[config.mk]
export PLATFORM = sky130hd
export DESIGN_NAME = singleCoreSoc
export DESIGN_NICKNAME = d
export VERILOG_FILES = /design/src/soc_pkg.sv /design/src/resetSequencer.sv /design/src/busArbiter.sv /design/src/gpioSlave.sv /design/src/swapByteIse.sv /design/src/rgb565GrayscaleIse.sv /design/src/singleCoreSoc.sv
export VERILOG_INCLUDE_DIRS = /design/src /design/src/src
export SDC_FILE = /design/constraint.sdc
export NUM_CORES = 1
export LEC_CHECK = 0
export BUFFER_PORTS_ARGS = -buffer_cell sky130_fd_sc_hd__buf_2
export CORE_MARGIN = 2
export CORE_UTILIZATION = 35
export DETAILED_ROUTE_END_ITERATION = 8
export GPL_TIMING_DRIVEN = 0
export PLACE_DENSITY_LB_ADDON = 0.15
export SLEW_MARGIN = 20
export SYNTH_ARGS = -nofsm -noshare
export SYNTH_HDL_FRONTEND = slang
export SYNTH_SLANG_ARGS = --single-unit
[constraint.sdc]
create_clock -name s_systemClock -period 7.4 [get_ports s_systemClock]
set_input_delay 0 -clock s_systemClock [delete_from_list [all_inputs] [get_ports s_systemClock]]
set_output_delay 0 -clock s_systemClock [all_outputs]
set_load 0.1 [all_outputs]
[src/soc_params.svh]
`ifndef SOC_PARAMS_SVH
`define SOC_PARAMS_SVH

// bus masters, index 3 wins arbitration.
`define NR_OF_MASTERS 4

// cycles between the pll lock and the reset release.
`define RESET_RELEASE_CYCLES 16

`define BUS_TIMEOUT_CYCLES 64

// gpio lives at 0x4xxxxxxx, offsets are byte offsets inside the region.
`define GPIO_REGION 2'b01
`define GPIO_SWITCH_OFFSET 30'h0
`define GPIO_SEGMENT_OFFSET 30'h4

`define CI_SWAP_BYTE 8'd1
`define CI_GRAYSCALE 8'd9

`endif

[src/soc_pkg.sv]
`default_nettype none

package soc_pkg;

  // the same bus word is an address in the begin cycle and data afterwards.
  typedef union packed {
    struct packed {
      logic [1:0]  region;
      logic [27:0] offset;
      logic [1:0]  unused;
    } address;
    logic [3:0][7:0] bytes;
  } busWord_t;

  typedef struct packed {
    logic       beginTransaction;
    logic       endTransaction;
    logic       readNotWrite;
    logic       dataValid;
    logic       busError;
    logic [3:0] byteEnables;
    logic [7:0] burstSize;
    busWord_t   addressData;
  } busSignals_t;

  typedef struct packed {
    logic        start;
    logic [7:0]  ciN;
    logic [31:0] dataA;
    logic [31:0] dataB;
  } ciRequest_t;

  typedef struct packed {
    logic        done;
    logic [31:0] result;
  } ciResponse_t;

endpackage

`default_nettype wire

[src/resetSequencer.sv]
`timescale 1ns/1ns
`default_nettype none

`include "soc_params.svh"

module resetSequencer (
  input  logic s_systemClock,
  input  logic s_pllLocked,
  output logic systemReset,
  output logic peripheralResetN
);

  logic [4:0] s_resetCount;

  always_ff @(posedge s_systemClock or negedge s_pllLocked) begin
    if (!s_pllLocked) begin
      s_resetCount <= 5'd0;
    end else if (s_resetCount != 5'(`RESET_RELEASE_CYCLES)) begin
      s_resetCount <= s_resetCount + 5'd1; // stops once the top bit is set.
    end
  end

  assign peripheralResetN = s_resetCount[4];
  assign systemReset      = ~s_resetCount[4];

endmodule

`default_nettype wire

[src/busArbiter.sv]
`timescale 1ns/1ns
`default_nettype none

`include "soc_params.svh"

module busArbiter import soc_pkg::*; (
  input  logic                      s_systemClock,
  input  logic                      systemReset,
  input  logic [`NR_OF_MASTERS-1:0] busRequests,
  output logic [`NR_OF_MASTERS-1:0] busGrants,
  input  busSignals_t               sharedBus,
  output busSignals_t               arbiterBus
);

  logic [`NR_OF_MASTERS-1:0] s_nextGrant;
  logic                      s_transactionActive;
  logic [6:0]                s_watchdog;
  logic                      s_timeout;

  // highest set request bit wins.
  always_comb begin
    s_nextGrant = '0;
    for (int i = 0; i < `NR_OF_MASTERS; i++) begin
      if (busRequests[i]) begin
        s_nextGrant    = '0;
        s_nextGrant[i] = 1'b1;
      end
    end
  end

  always_ff @(posedge s_systemClock or posedge systemReset) begin
    if (systemReset) begin
      busGrants <= '0;
    end else if (sharedBus.endTransaction) begin
      busGrants <= '0;
    end else if (busGrants == '0) begin
      busGrants <= s_nextGrant;
    end
  end

  always_ff @(posedge s_systemClock or posedge systemReset) begin
    if (systemReset) begin
      s_transactionActive <= 1'b0;
    end else if (sharedBus.beginTransaction) begin
      s_transactionActive <= 1'b1;
    end else if (sharedBus.endTransaction) begin
      s_transactionActive <= 1'b0;
    end
  end

  // the watchdog holds the number of cycles since the last sign of life.
  always_ff @(posedge s_systemClock or posedge systemReset) begin
    if (systemReset) begin
      s_watchdog <= 7'd0;
    end else if (sharedBus.beginTransaction || sharedBus.dataValid) begin
      s_watchdog <= 7'd1;
    end else if (s_transactionActive && !s_timeout) begin
      s_watchdog <= s_watchdog + 7'd1;
    end
  end

  assign s_timeout = s_transactionActive && (s_watchdog == 7'(`BUS_TIMEOUT_CYCLES));

  always_comb begin
    arbiterBus                = '0;
    arbiterBus.busError       = s_timeout;
    arbiterBus.endTransaction = s_timeout; // our own end clears the active flag.
  end

endmodule

`default_nettype wire

[src/gpioSlave.sv]
`timescale 1ns/1ns
`default_nettype none

`include "soc_params.svh"

module gpioSlave import soc_pkg::*; (
  input  logic        s_systemClock,
  input  logic        systemReset,
  input  busSignals_t sharedBus,
  input  logic [7:0]  dipSwitch,
  output logic [23:0] sevenSegments,
  output busSignals_t gpioBus
);

  logic [7:0]  s_dipSync1;
  logic [7:0]  s_dipSync2;
  logic        s_hit;
  logic        s_isBurst;
  logic [29:0] s_byteOffset;
  logic [31:0] s_readValue;
  logic [31:0] s_readData;
  logic        s_readDataValid;
  logic        s_readEnd;
  logic        s_burstError;
  logic        s_writeActive;
  logic [2:0]  s_writeEnables;

  always_ff @(posedge s_systemClock) begin
    s_dipSync1 <= dipSwitch;
    s_dipSync2 <= s_dipSync1;
  end

  assign s_hit        = sharedBus.beginTransaction &&
                        (sharedBus.addressData.address.region == `GPIO_REGION);
  assign s_isBurst    = sharedBus.burstSize != 8'd0;
  assign s_byteOffset = {sharedBus.addressData.address.offset, 2'b00};

  always_comb begin
    s_readValue = 32'd0;
    if (s_byteOffset == `GPIO_SWITCH_OFFSET) s_readValue = {24'd0, s_dipSync2};
    if (s_byteOffset == `GPIO_SEGMENT_OFFSET) s_readValue = {8'd0, sevenSegments};
  end

  always_ff @(posedge s_systemClock) begin
    if (s_hit) begin
      s_readData     <= s_readValue;
      s_writeEnables <= sharedBus.byteEnables[2:0];
    end
  end

  always_ff @(posedge s_systemClock or posedge systemReset) begin
    if (systemReset) begin
      s_readDataValid <= 1'b0;
      s_readEnd       <= 1'b0;
      s_burstError    <= 1'b0;
      s_writeActive   <= 1'b0;
    end else begin
      s_readDataValid <= s_hit && !s_isBurst && sharedBus.readNotWrite;
      s_readEnd       <= s_readDataValid;
      s_burstError    <= s_hit && s_isBurst;
      if (s_hit && !s_isBurst && !sharedBus.readNotWrite) begin
        s_writeActive <= s_byteOffset == `GPIO_SEGMENT_OFFSET; // other offsets drop writes.
      end else if (sharedBus.endTransaction) begin
        s_writeActive <= 1'b0;
      end
    end
  end

  always_ff @(posedge s_systemClock or posedge systemReset) begin
    if (systemReset) begin
      sevenSegments <= 24'd0;
    end else if (s_writeActive && sharedBus.dataValid) begin
      for (int i = 0; i < 3; i++) begin
        if (s_writeEnables[i]) sevenSegments[8*i +: 8] <= sharedBus.addressData.bytes[i];
      end
    end
  end

  always_comb begin
    gpioBus                = '0;
    gpioBus.dataValid      = s_readDataValid;
    gpioBus.addressData    = s_readDataValid ? s_readData : 32'd0;
    gpioBus.endTransaction = s_readEnd | s_burstError;
    gpioBus.busError       = s_burstError;
  end

endmodule

`default_nettype wire

[src/swapByteIse.sv]
`timescale 1ns/1ns
`default_nettype none

`include "soc_params.svh"

module swapByteIse import soc_pkg::*; (
  input  ciRequest_t  ciRequest,
  output ciResponse_t ciResponse
);

  logic [31:0] s_dataA;
  logic [31:0] s_fullSwap;
  logic [31:0] s_halfSwap;

  assign s_dataA    = ciRequest.dataA;
  assign s_fullSwap = {s_dataA[7:0], s_dataA[15:8], s_dataA[23:16], s_dataA[31:24]};
  assign s_halfSwap = {s_dataA[23:16], s_dataA[31:24], s_dataA[7:0], s_dataA[15:8]};

  always_comb begin
    ciResponse = '0;
    if (ciRequest.start && (ciRequest.ciN == `CI_SWAP_BYTE)) begin
      ciResponse.done   = 1'b1;
      ciResponse.result = ciRequest.dataB[0] ? s_halfSwap : s_fullSwap; // bit 0 picks the mode.
    end
  end

endmodule

`default_nettype wire

[src/rgb565GrayscaleIse.sv]
`timescale 1ns/1ns
`default_nettype none

`include "soc_params.svh"

module rgb565GrayscaleIse import soc_pkg::*; (
  input  ciRequest_t  ciRequest,
  output ciResponse_t ciResponse
);

  logic [7:0]  s_red;
  logic [7:0]  s_green;
  logic [7:0]  s_blue;
  logic [15:0] s_weighted;

  assign s_red   = {ciRequest.dataA[15:11], 3'b000};
  assign s_green = {ciRequest.dataA[10:5], 2'b00};
  assign s_blue  = {ciRequest.dataA[4:0], 3'b000};

  // weights sum to 256, so the top byte is the gray level.
  assign s_weighted = 16'd54 * 16'(s_red) + 16'd183 * 16'(s_green) + 16'd19 * 16'(s_blue);

  always_comb begin
    ciResponse = '0;
    if (ciRequest.start && (ciRequest.ciN == `CI_GRAYSCALE)) begin
      ciResponse.done   = 1'b1;
      ciResponse.result = {24'd0, s_weighted[15:8]};
    end
  end

endmodule

`default_nettype wire

[src/singleCoreSoc.sv]
`timescale 1ns/1ns
`default_nettype none

`include "soc_params.svh"

module singleCoreSoc import soc_pkg::*; (
  input  logic                      s_systemClock,
  input  logic                      s_pllLocked,
  input  logic [`NR_OF_MASTERS-1:0] busRequests,
  output logic [`NR_OF_MASTERS-1:0] busGrants,
  input  busSignals_t               masterBus,
  output busSignals_t               sharedBus,
  input  ciRequest_t                ciRequest,
  output ciResponse_t               ciResponse,
  input  logic [7:0]                dipSwitch,
  output logic [23:0]               sevenSegments,
  output logic                      peripheralResetN
);

  logic        s_systemReset;
  busSignals_t s_arbiterBus;
  busSignals_t s_gpioBus;
  ciResponse_t s_swapByteResponse;
  ciResponse_t s_grayscaleResponse;

  resetSequencer resetCounter (
    .s_systemClock   (s_systemClock),
    .s_pllLocked     (s_pllLocked),
    .systemReset     (s_systemReset),
    .peripheralResetN(peripheralResetN)
  );

  busArbiter arbiter (
    .s_systemClock(s_systemClock),
    .systemReset  (s_systemReset),
    .busRequests  (busRequests),
    .busGrants    (busGrants),
    .sharedBus    (sharedBus),
    .arbiterBus   (s_arbiterBus)
  );

  gpioSlave sevenSegDipSwitch (
    .s_systemClock(s_systemClock),
    .systemReset  (s_systemReset),
    .sharedBus    (sharedBus),
    .dipSwitch    (dipSwitch),
    .sevenSegments(sevenSegments),
    .gpioBus      (s_gpioBus)
  );

  swapByteIse ise1 (
    .ciRequest (ciRequest),
    .ciResponse(s_swapByteResponse)
  );

  rgb565GrayscaleIse converter (
    .ciRequest (ciRequest),
    .ciResponse(s_grayscaleResponse)
  );

  // idle agents drive zeros, so a plain or merges them.
  assign sharedBus  = masterBus | s_arbiterBus | s_gpioBus;
  assign ciResponse = s_swapByteResponse | s_grayscaleResponse;

endmodule

`default_nettype wire

After elaboration in Yosys (flattened, before gate mapping)
Index checks and enable logic that the tools add are counted.
{"block": "totals", "ff_bits": 96, "latchBits": 0, "ram_bits": 0, "romBits": 0, "input_bits": 136, "out_inout_bits": 111, "word_cells": 74, "n_memories": 0}
{"block": "op_classes", "n_addsub": 4, "mul": 3, "n_div": 0, "n_lt_le_gt_ge": 0, "eq_ne": 6, "shifts": 0, "n_mux": 17, "n_bitwise": 4, "n_reduce_logical": 24}
{"op": "49-bit by 48-bit OR with 49-bit output", "n": 2}
{"op": "33-bit two-way mux", "n": 2}
{"op": "32-bit two-way mux", "n": 2}
{"op": "33-bit OR", "n": 1}
{"op": "30-bit logical NOT", "n": 1}
{"op": "28-bit by 1-bit equality test with 1-bit output (second input constant)", "n": 1}
{"op": "24-bit two-way mux", "n": 1}
{"op": "5-bit by 5-bit multiplier with 10-bit output (first input constant)", "n": 2}
{"op": "14-bit by 16-bit adder with 16-bit output", "n": 1}
{"op": "16-bit by 13-bit adder with 16-bit output", "n": 1}
{"op": "8-bit by 6-bit multiplier with 14-bit output (first input constant)", "n": 1}
{"op": "7-bit two-way mux", "n": 2}
{"op": "4-bit two-way mux", "n": 3}
{"op": "1-bit logical AND", "n": 10}
{"op": "8-bit by 1-bit equality test with 1-bit output (second input constant)", "n": 1}
{"op": "8-bit by 4-bit equality test with 1-bit output (second input constant)", "n": 1}
{"op": "8-bit two-way mux", "n": 1}
{"op": "2-bit nonzero test", "n": 4}
{"op": "8-bit nonzero test", "n": 1}
{"op": "7-bit by 1-bit adder with 7-bit output (second input constant)", "n": 1}
{"op": "7-bit equality test (second input constant)", "n": 1}
{"op": "2-bit AND reduction", "n": 3}
{"op": "5-bit by 1-bit adder with 5-bit output (second input constant)", "n": 1}
{"op": "5-bit inequality test (second input constant)", "n": 1}
{"op": "8 further kinds", "n": 13}

Depth between registers and ports, before layout
{"block": "depth", "ltp_word": 9, "mapped_depth": 22, "ltp_nobuf": 22}

Cells and area by module
A second synthesis with hierarchy kept.
{"block": "hier_totals", "cells_unflattened": 819, "area_unflattened_um2": 8096.5}
{"mod": "gpioSlave", "instances": 1, "cells_each": 209, "area_per_inst_um2": 2836.5, "seq_area_each_um2": 1831.8}
{"mod": "rgb565GrayscaleIse", "instances": 1, "cells_each": 311, "area_per_inst_um2": 2682.6, "seq_area_each_um2": 0.0}
{"mod": "busArbiter", "instances": 1, "cells_each": 112, "area_per_inst_um2": 957.2, "seq_area_each_um2": 300.3}
{"mod": "swapByteIse", "instances": 1, "cells_each": 84, "area_per_inst_um2": 848.3, "seq_area_each_um2": 0.0}
{"mod": "singleCoreSoc", "instances": 1, "cells_each": 82, "area_per_inst_um2": 513.0, "seq_area_each_um2": 0.0}
{"mod": "resetSequencer", "instances": 1, "cells_each": 21, "area_per_inst_um2": 259.0, "seq_area_each_um2": 125.1}

Worst setup path after synthesis
Ideal clock, no wire load.
{"block": "synth_path", "kind": "in2out", "startpoint": "input port ciRequest[40] (netlist name)", "endpoint": "output port ciResponse[5] (netlist name)", "t_arrival_ns": 6.379, "required_time_ns": 7.400, "setup_slack_ns": 1.021, "cell_stages": 18, "path_buffers": 0, "path_cell_list": "fa_1 > inv_1 > fa_1 > fa_1 > inv_1 > ha_1 > a211o_1 > a21oi_1 > o21bai_1 > xnor2_1 > fa_1 > inv_1 > ha_1 > o21a_1 > o2111ai_1 > o22ai_1 > xnor2_1 > a211oi_1"}
{"element": "start, declared", "line_no": "singleCoreSoc.sv:13", "source": "input ciRequest_t ciRequest,"}
{"element": "end, declared", "line_no": "singleCoreSoc.sv:14", "source": "output ciResponse_t ciResponse,"}

==> run metrics <==
outcome=complete, no violations; delay-heaviest family, CP=adder cells; GP Congestion=~0.79; Worst Path Class, Setup=primary input to output pin; Num CTS Buffers=9; drt first pass iters=5; Synth area leader=dfrtp_1; count of different cell masters after synthesis=55; Startpoint Class=primary input; clk root buf=clkbuf_16; DR iter-0 viols=203; Port Buffers=212; Simple-Gate Fraction of Synth Area=12.98%; Fin Setup TNS=0 ns; largest net degree at the start of global routing=29; FFs w/ async S/R, synth=roughly half; Max IR drop VDD=0.1806 mV; largest family of logic cells by synthesized area=adder cells; critical path's most frequent cell=fa_1; DR vias=roughly 5,500; clk slew on worst S/H paths=0.07 ns; Yosys warnings=0; Power Density=about 260 mW/mm2; Final #Nets=about 1,200; crit-path max cell delay=0.54 ns; Overflow after GRT=0; Clock Latency Late Sink=0.34 ns; DIE AREA=0.02009 mm2; mux contribution to synthesized area=7.950%; DRC viols=0; crit end category=output pin; vias per cell=around 4.8; Initial Utilization=a little over a third; clock skew=0.009125 ns; actual slew at the worst max-slew pin=between 0.8 and 0.9 ns; Lkg Pwr=4.566 nW; final slew viol count=0; min Tclk post-route=~5.4 ns; critical path's slowest cell=fa_1; Top FF cell, synth=dfrtp_1; synthesized area per cell=10.09 um2; Synth Area in XOR/XNOR=4.352%; post-CTS setup buffers=0; Synth Area in Compound Gates=between 10% and 20%; CTS tree=yes; Post-synth top cells=77 x ha_1, 75 x inv_1, 46 x nor2_1; most common cell in the netlist=ha_1; max_slew headroom=46.04%; Yosys top cell area share=between 15 and 20%; I/O pin cnt=about 250; worst min path class=primary input to flop; clock buffer depth=2; Die W=141.8 um; share of cells above drive strength 1=a little under a third; Critical Path AT=5.44 ns; Area growth syn-to-layout=30.35%; Final period util=73.54%; clk sinks=between 80 and 90; post-DR wirelength/cell=14.67 um; Seq/Total Area, Yosys=33.99%; crit-path cells=buf_2 -> fa_1 -> inv_1 -> fa_1 -> fa_1 -> inv_1 -> ha_1 -> a211o_1 -> a21oi_1 -> o21bai_1 -> xnor2_1 -> fa_1 -> inv_1 -> ha_1 -> o21a_1 -> o2111ai_1 -> o22ai_1 -> a31oi_1 -> xnor2_1 -> a21oi_1 -> nor2_1 -> buf_2; sum of buffers and inverters on the critical path=5; drt total wl=16,940 um; highest clock rate=183.8 MHz; ANT nets after route=0; post-synthesis adder-cell area fraction=between 20 and 25%; chip height=141.8 um; Syn Nets=~900; core area=~0.019 mm2; initial antenna violation count=0; EDFF count, synth=27; crit-path max FO=6; final setup fails=0; Mapped Area=0.006641 mm2; hold violation total from the final report=0; Worst Path Required=7.40 ns; max_cap viols=0; DP HPWL=roughly 14,000 um; H-tree depth=3; synth top area cells=dfrtp_1 17%, ha_1 15%, edfxtp_1 12%; gr usage total=~17%; diode count=0; Site Rows=50; RSZ-0062 raised after global routing=false; Mapped Cells=658; vias in the first global route=approximately 5,500; flops & latches, synth=88; first-pass GRT wire length=27,460 um; hold slack=0.01015 ns
## final cells by class
type / count / area (um2)
Tap cell: 234 / 292.8
Sequential cell: 88 / 2258
Timing Repair Buffer: 247 / 1414
Fill cell: 1801 / 9986
Buffer: 38 / 235.2
Inverter: 76 / 285.3
Clock inverter: 6 / 52.55
Clock buffer: 10 / 250.2
Multi-Input combinational cell: 456 / 3869
## placed cells by master, fill, tap and decap left out, drive strengths merged, types with 28 or more instances in the layout
| cell | synthesis | routed |
|---|---|---|
| a21o | 28 | 28 |
| a21oi | 34 | 34 |
| buf | 27 | 243 |
| dfrtp | 45 | 45 |
| dlygate4sd3 | 0 | 31 |
| ha | 77 | 77 |
| inv | 75 | 81 |
| mux2i | 28 | 28 |
| nand2 | 36 | 36 |
| nor2 | 47 | 47 |
## per-stage QoR
stage	util, %	std cells	setup WS [ns]	power, W	cell area (um2)
2_1_floorplan	-	658	1.021	0.001529	6641
3_3_place_gp	42.89	1104	1.941	0.001808	7995
5_1_grt	46.44	1155	1.524	0.002451	8657
4_1_cts	46.44	1155	1.907	0.002290	8657
6_report	46.44	1155	1.958	0.002253	8657
3_5_place_dp	43.15	1108	1.902	0.001805	8044
## path summary, 6_finish.rpt
kind | cells after the start | from | slack, ns | end
min in group asynchronous | 2 | s_pllLocked | 0.02 | resetCounter.s_resetCount[1]
hold / removal | 3 | masterBus[11] | 0.01 | sevenSegDipSwitch.sevenSegments[11]
hold reg to reg | 0 | resetCounter.s_resetCount[4] | 0.19 | arbiter.s_watchdog[1]
setup reg to reg | 7 | sevenSegDipSwitch.s_readData[21] | 5.11 | sevenSegDipSwitch.s_readData[16]
max in group asynchronous | 1 | resetCounter.s_resetCount[4] | 6.71 | sevenSegDipSwitch.sevenSegments[13]
setup / recovery | 22 | ciRequest[40] | 1.96 | ciResponse[7]
## routing by layer
layer,track usage [%],vias to the layer above,share of wire [%]
met2,29.64,142,49
met5,0,-,0
met1,22.34,2579,46
met3,2.599,15,4.1
li1,-,2771,-
met4,5.263,0,1.6
## cell families after synthesis
group / Yosys count
DFF: 88
xor gates and xnor gates: 33
adders and majority gates: 102
and+or+nand+nor: 163
buffers and inverters: 114
muxes: 50
AOI/OAI and AO/OA: 108
## power breakdown
| part | internal (W) | total (W) | switching (W) | leakage (nW) |
|---|---|---|---|---|
| Combinational | 0.000527 | 0.00127 | 0.000745 | 3.42 |
| Sequential | 0.000511 | 0.000518 | 0.00000653 | 0.991 |
| Clock | 0.000256 | 0.000463 | 0.000207 | 0.152 |
## worst register-to-register path: stages, from the launching register on
cell and delay, ns:
edfxtp_1 0.40, nor4_1 0.44, nand4_1 0.21, o41ai_2 0.33, nand3_4 0.22, nor2_4 0.24
buf_6 0.18, and2_1 0.13
## state kept, by name, summed over array words and instances (netlist names)
name and flops:
arbiter.busGrants 4, sevenSegDipSwitch.s_dipSync2 8, resetCounter.s_resetCount 5, sevenSegDipSwitch.s_readDataValid 1
sevenSegDipSwitch.s_writeActive 1, arbiter.s_watchdog 7, sevenSegDipSwitch.sevenSegments 24, sevenSegDipSwitch.s_readData 24
sevenSegDipSwitch.s_readEnd 1, sevenSegDipSwitch.s_dipSync1 8, arbiter.s_transactionActive 1, sevenSegDipSwitch.s_burstError 1
sevenSegDipSwitch.s_writeEnables 3
## timing repair
item                      4_1_cts  5_1_grt
hold endpoints to repair       35        0
resized for setup               0        0
hold buffers                   31        0
Power figures use the tool's default switching activity.
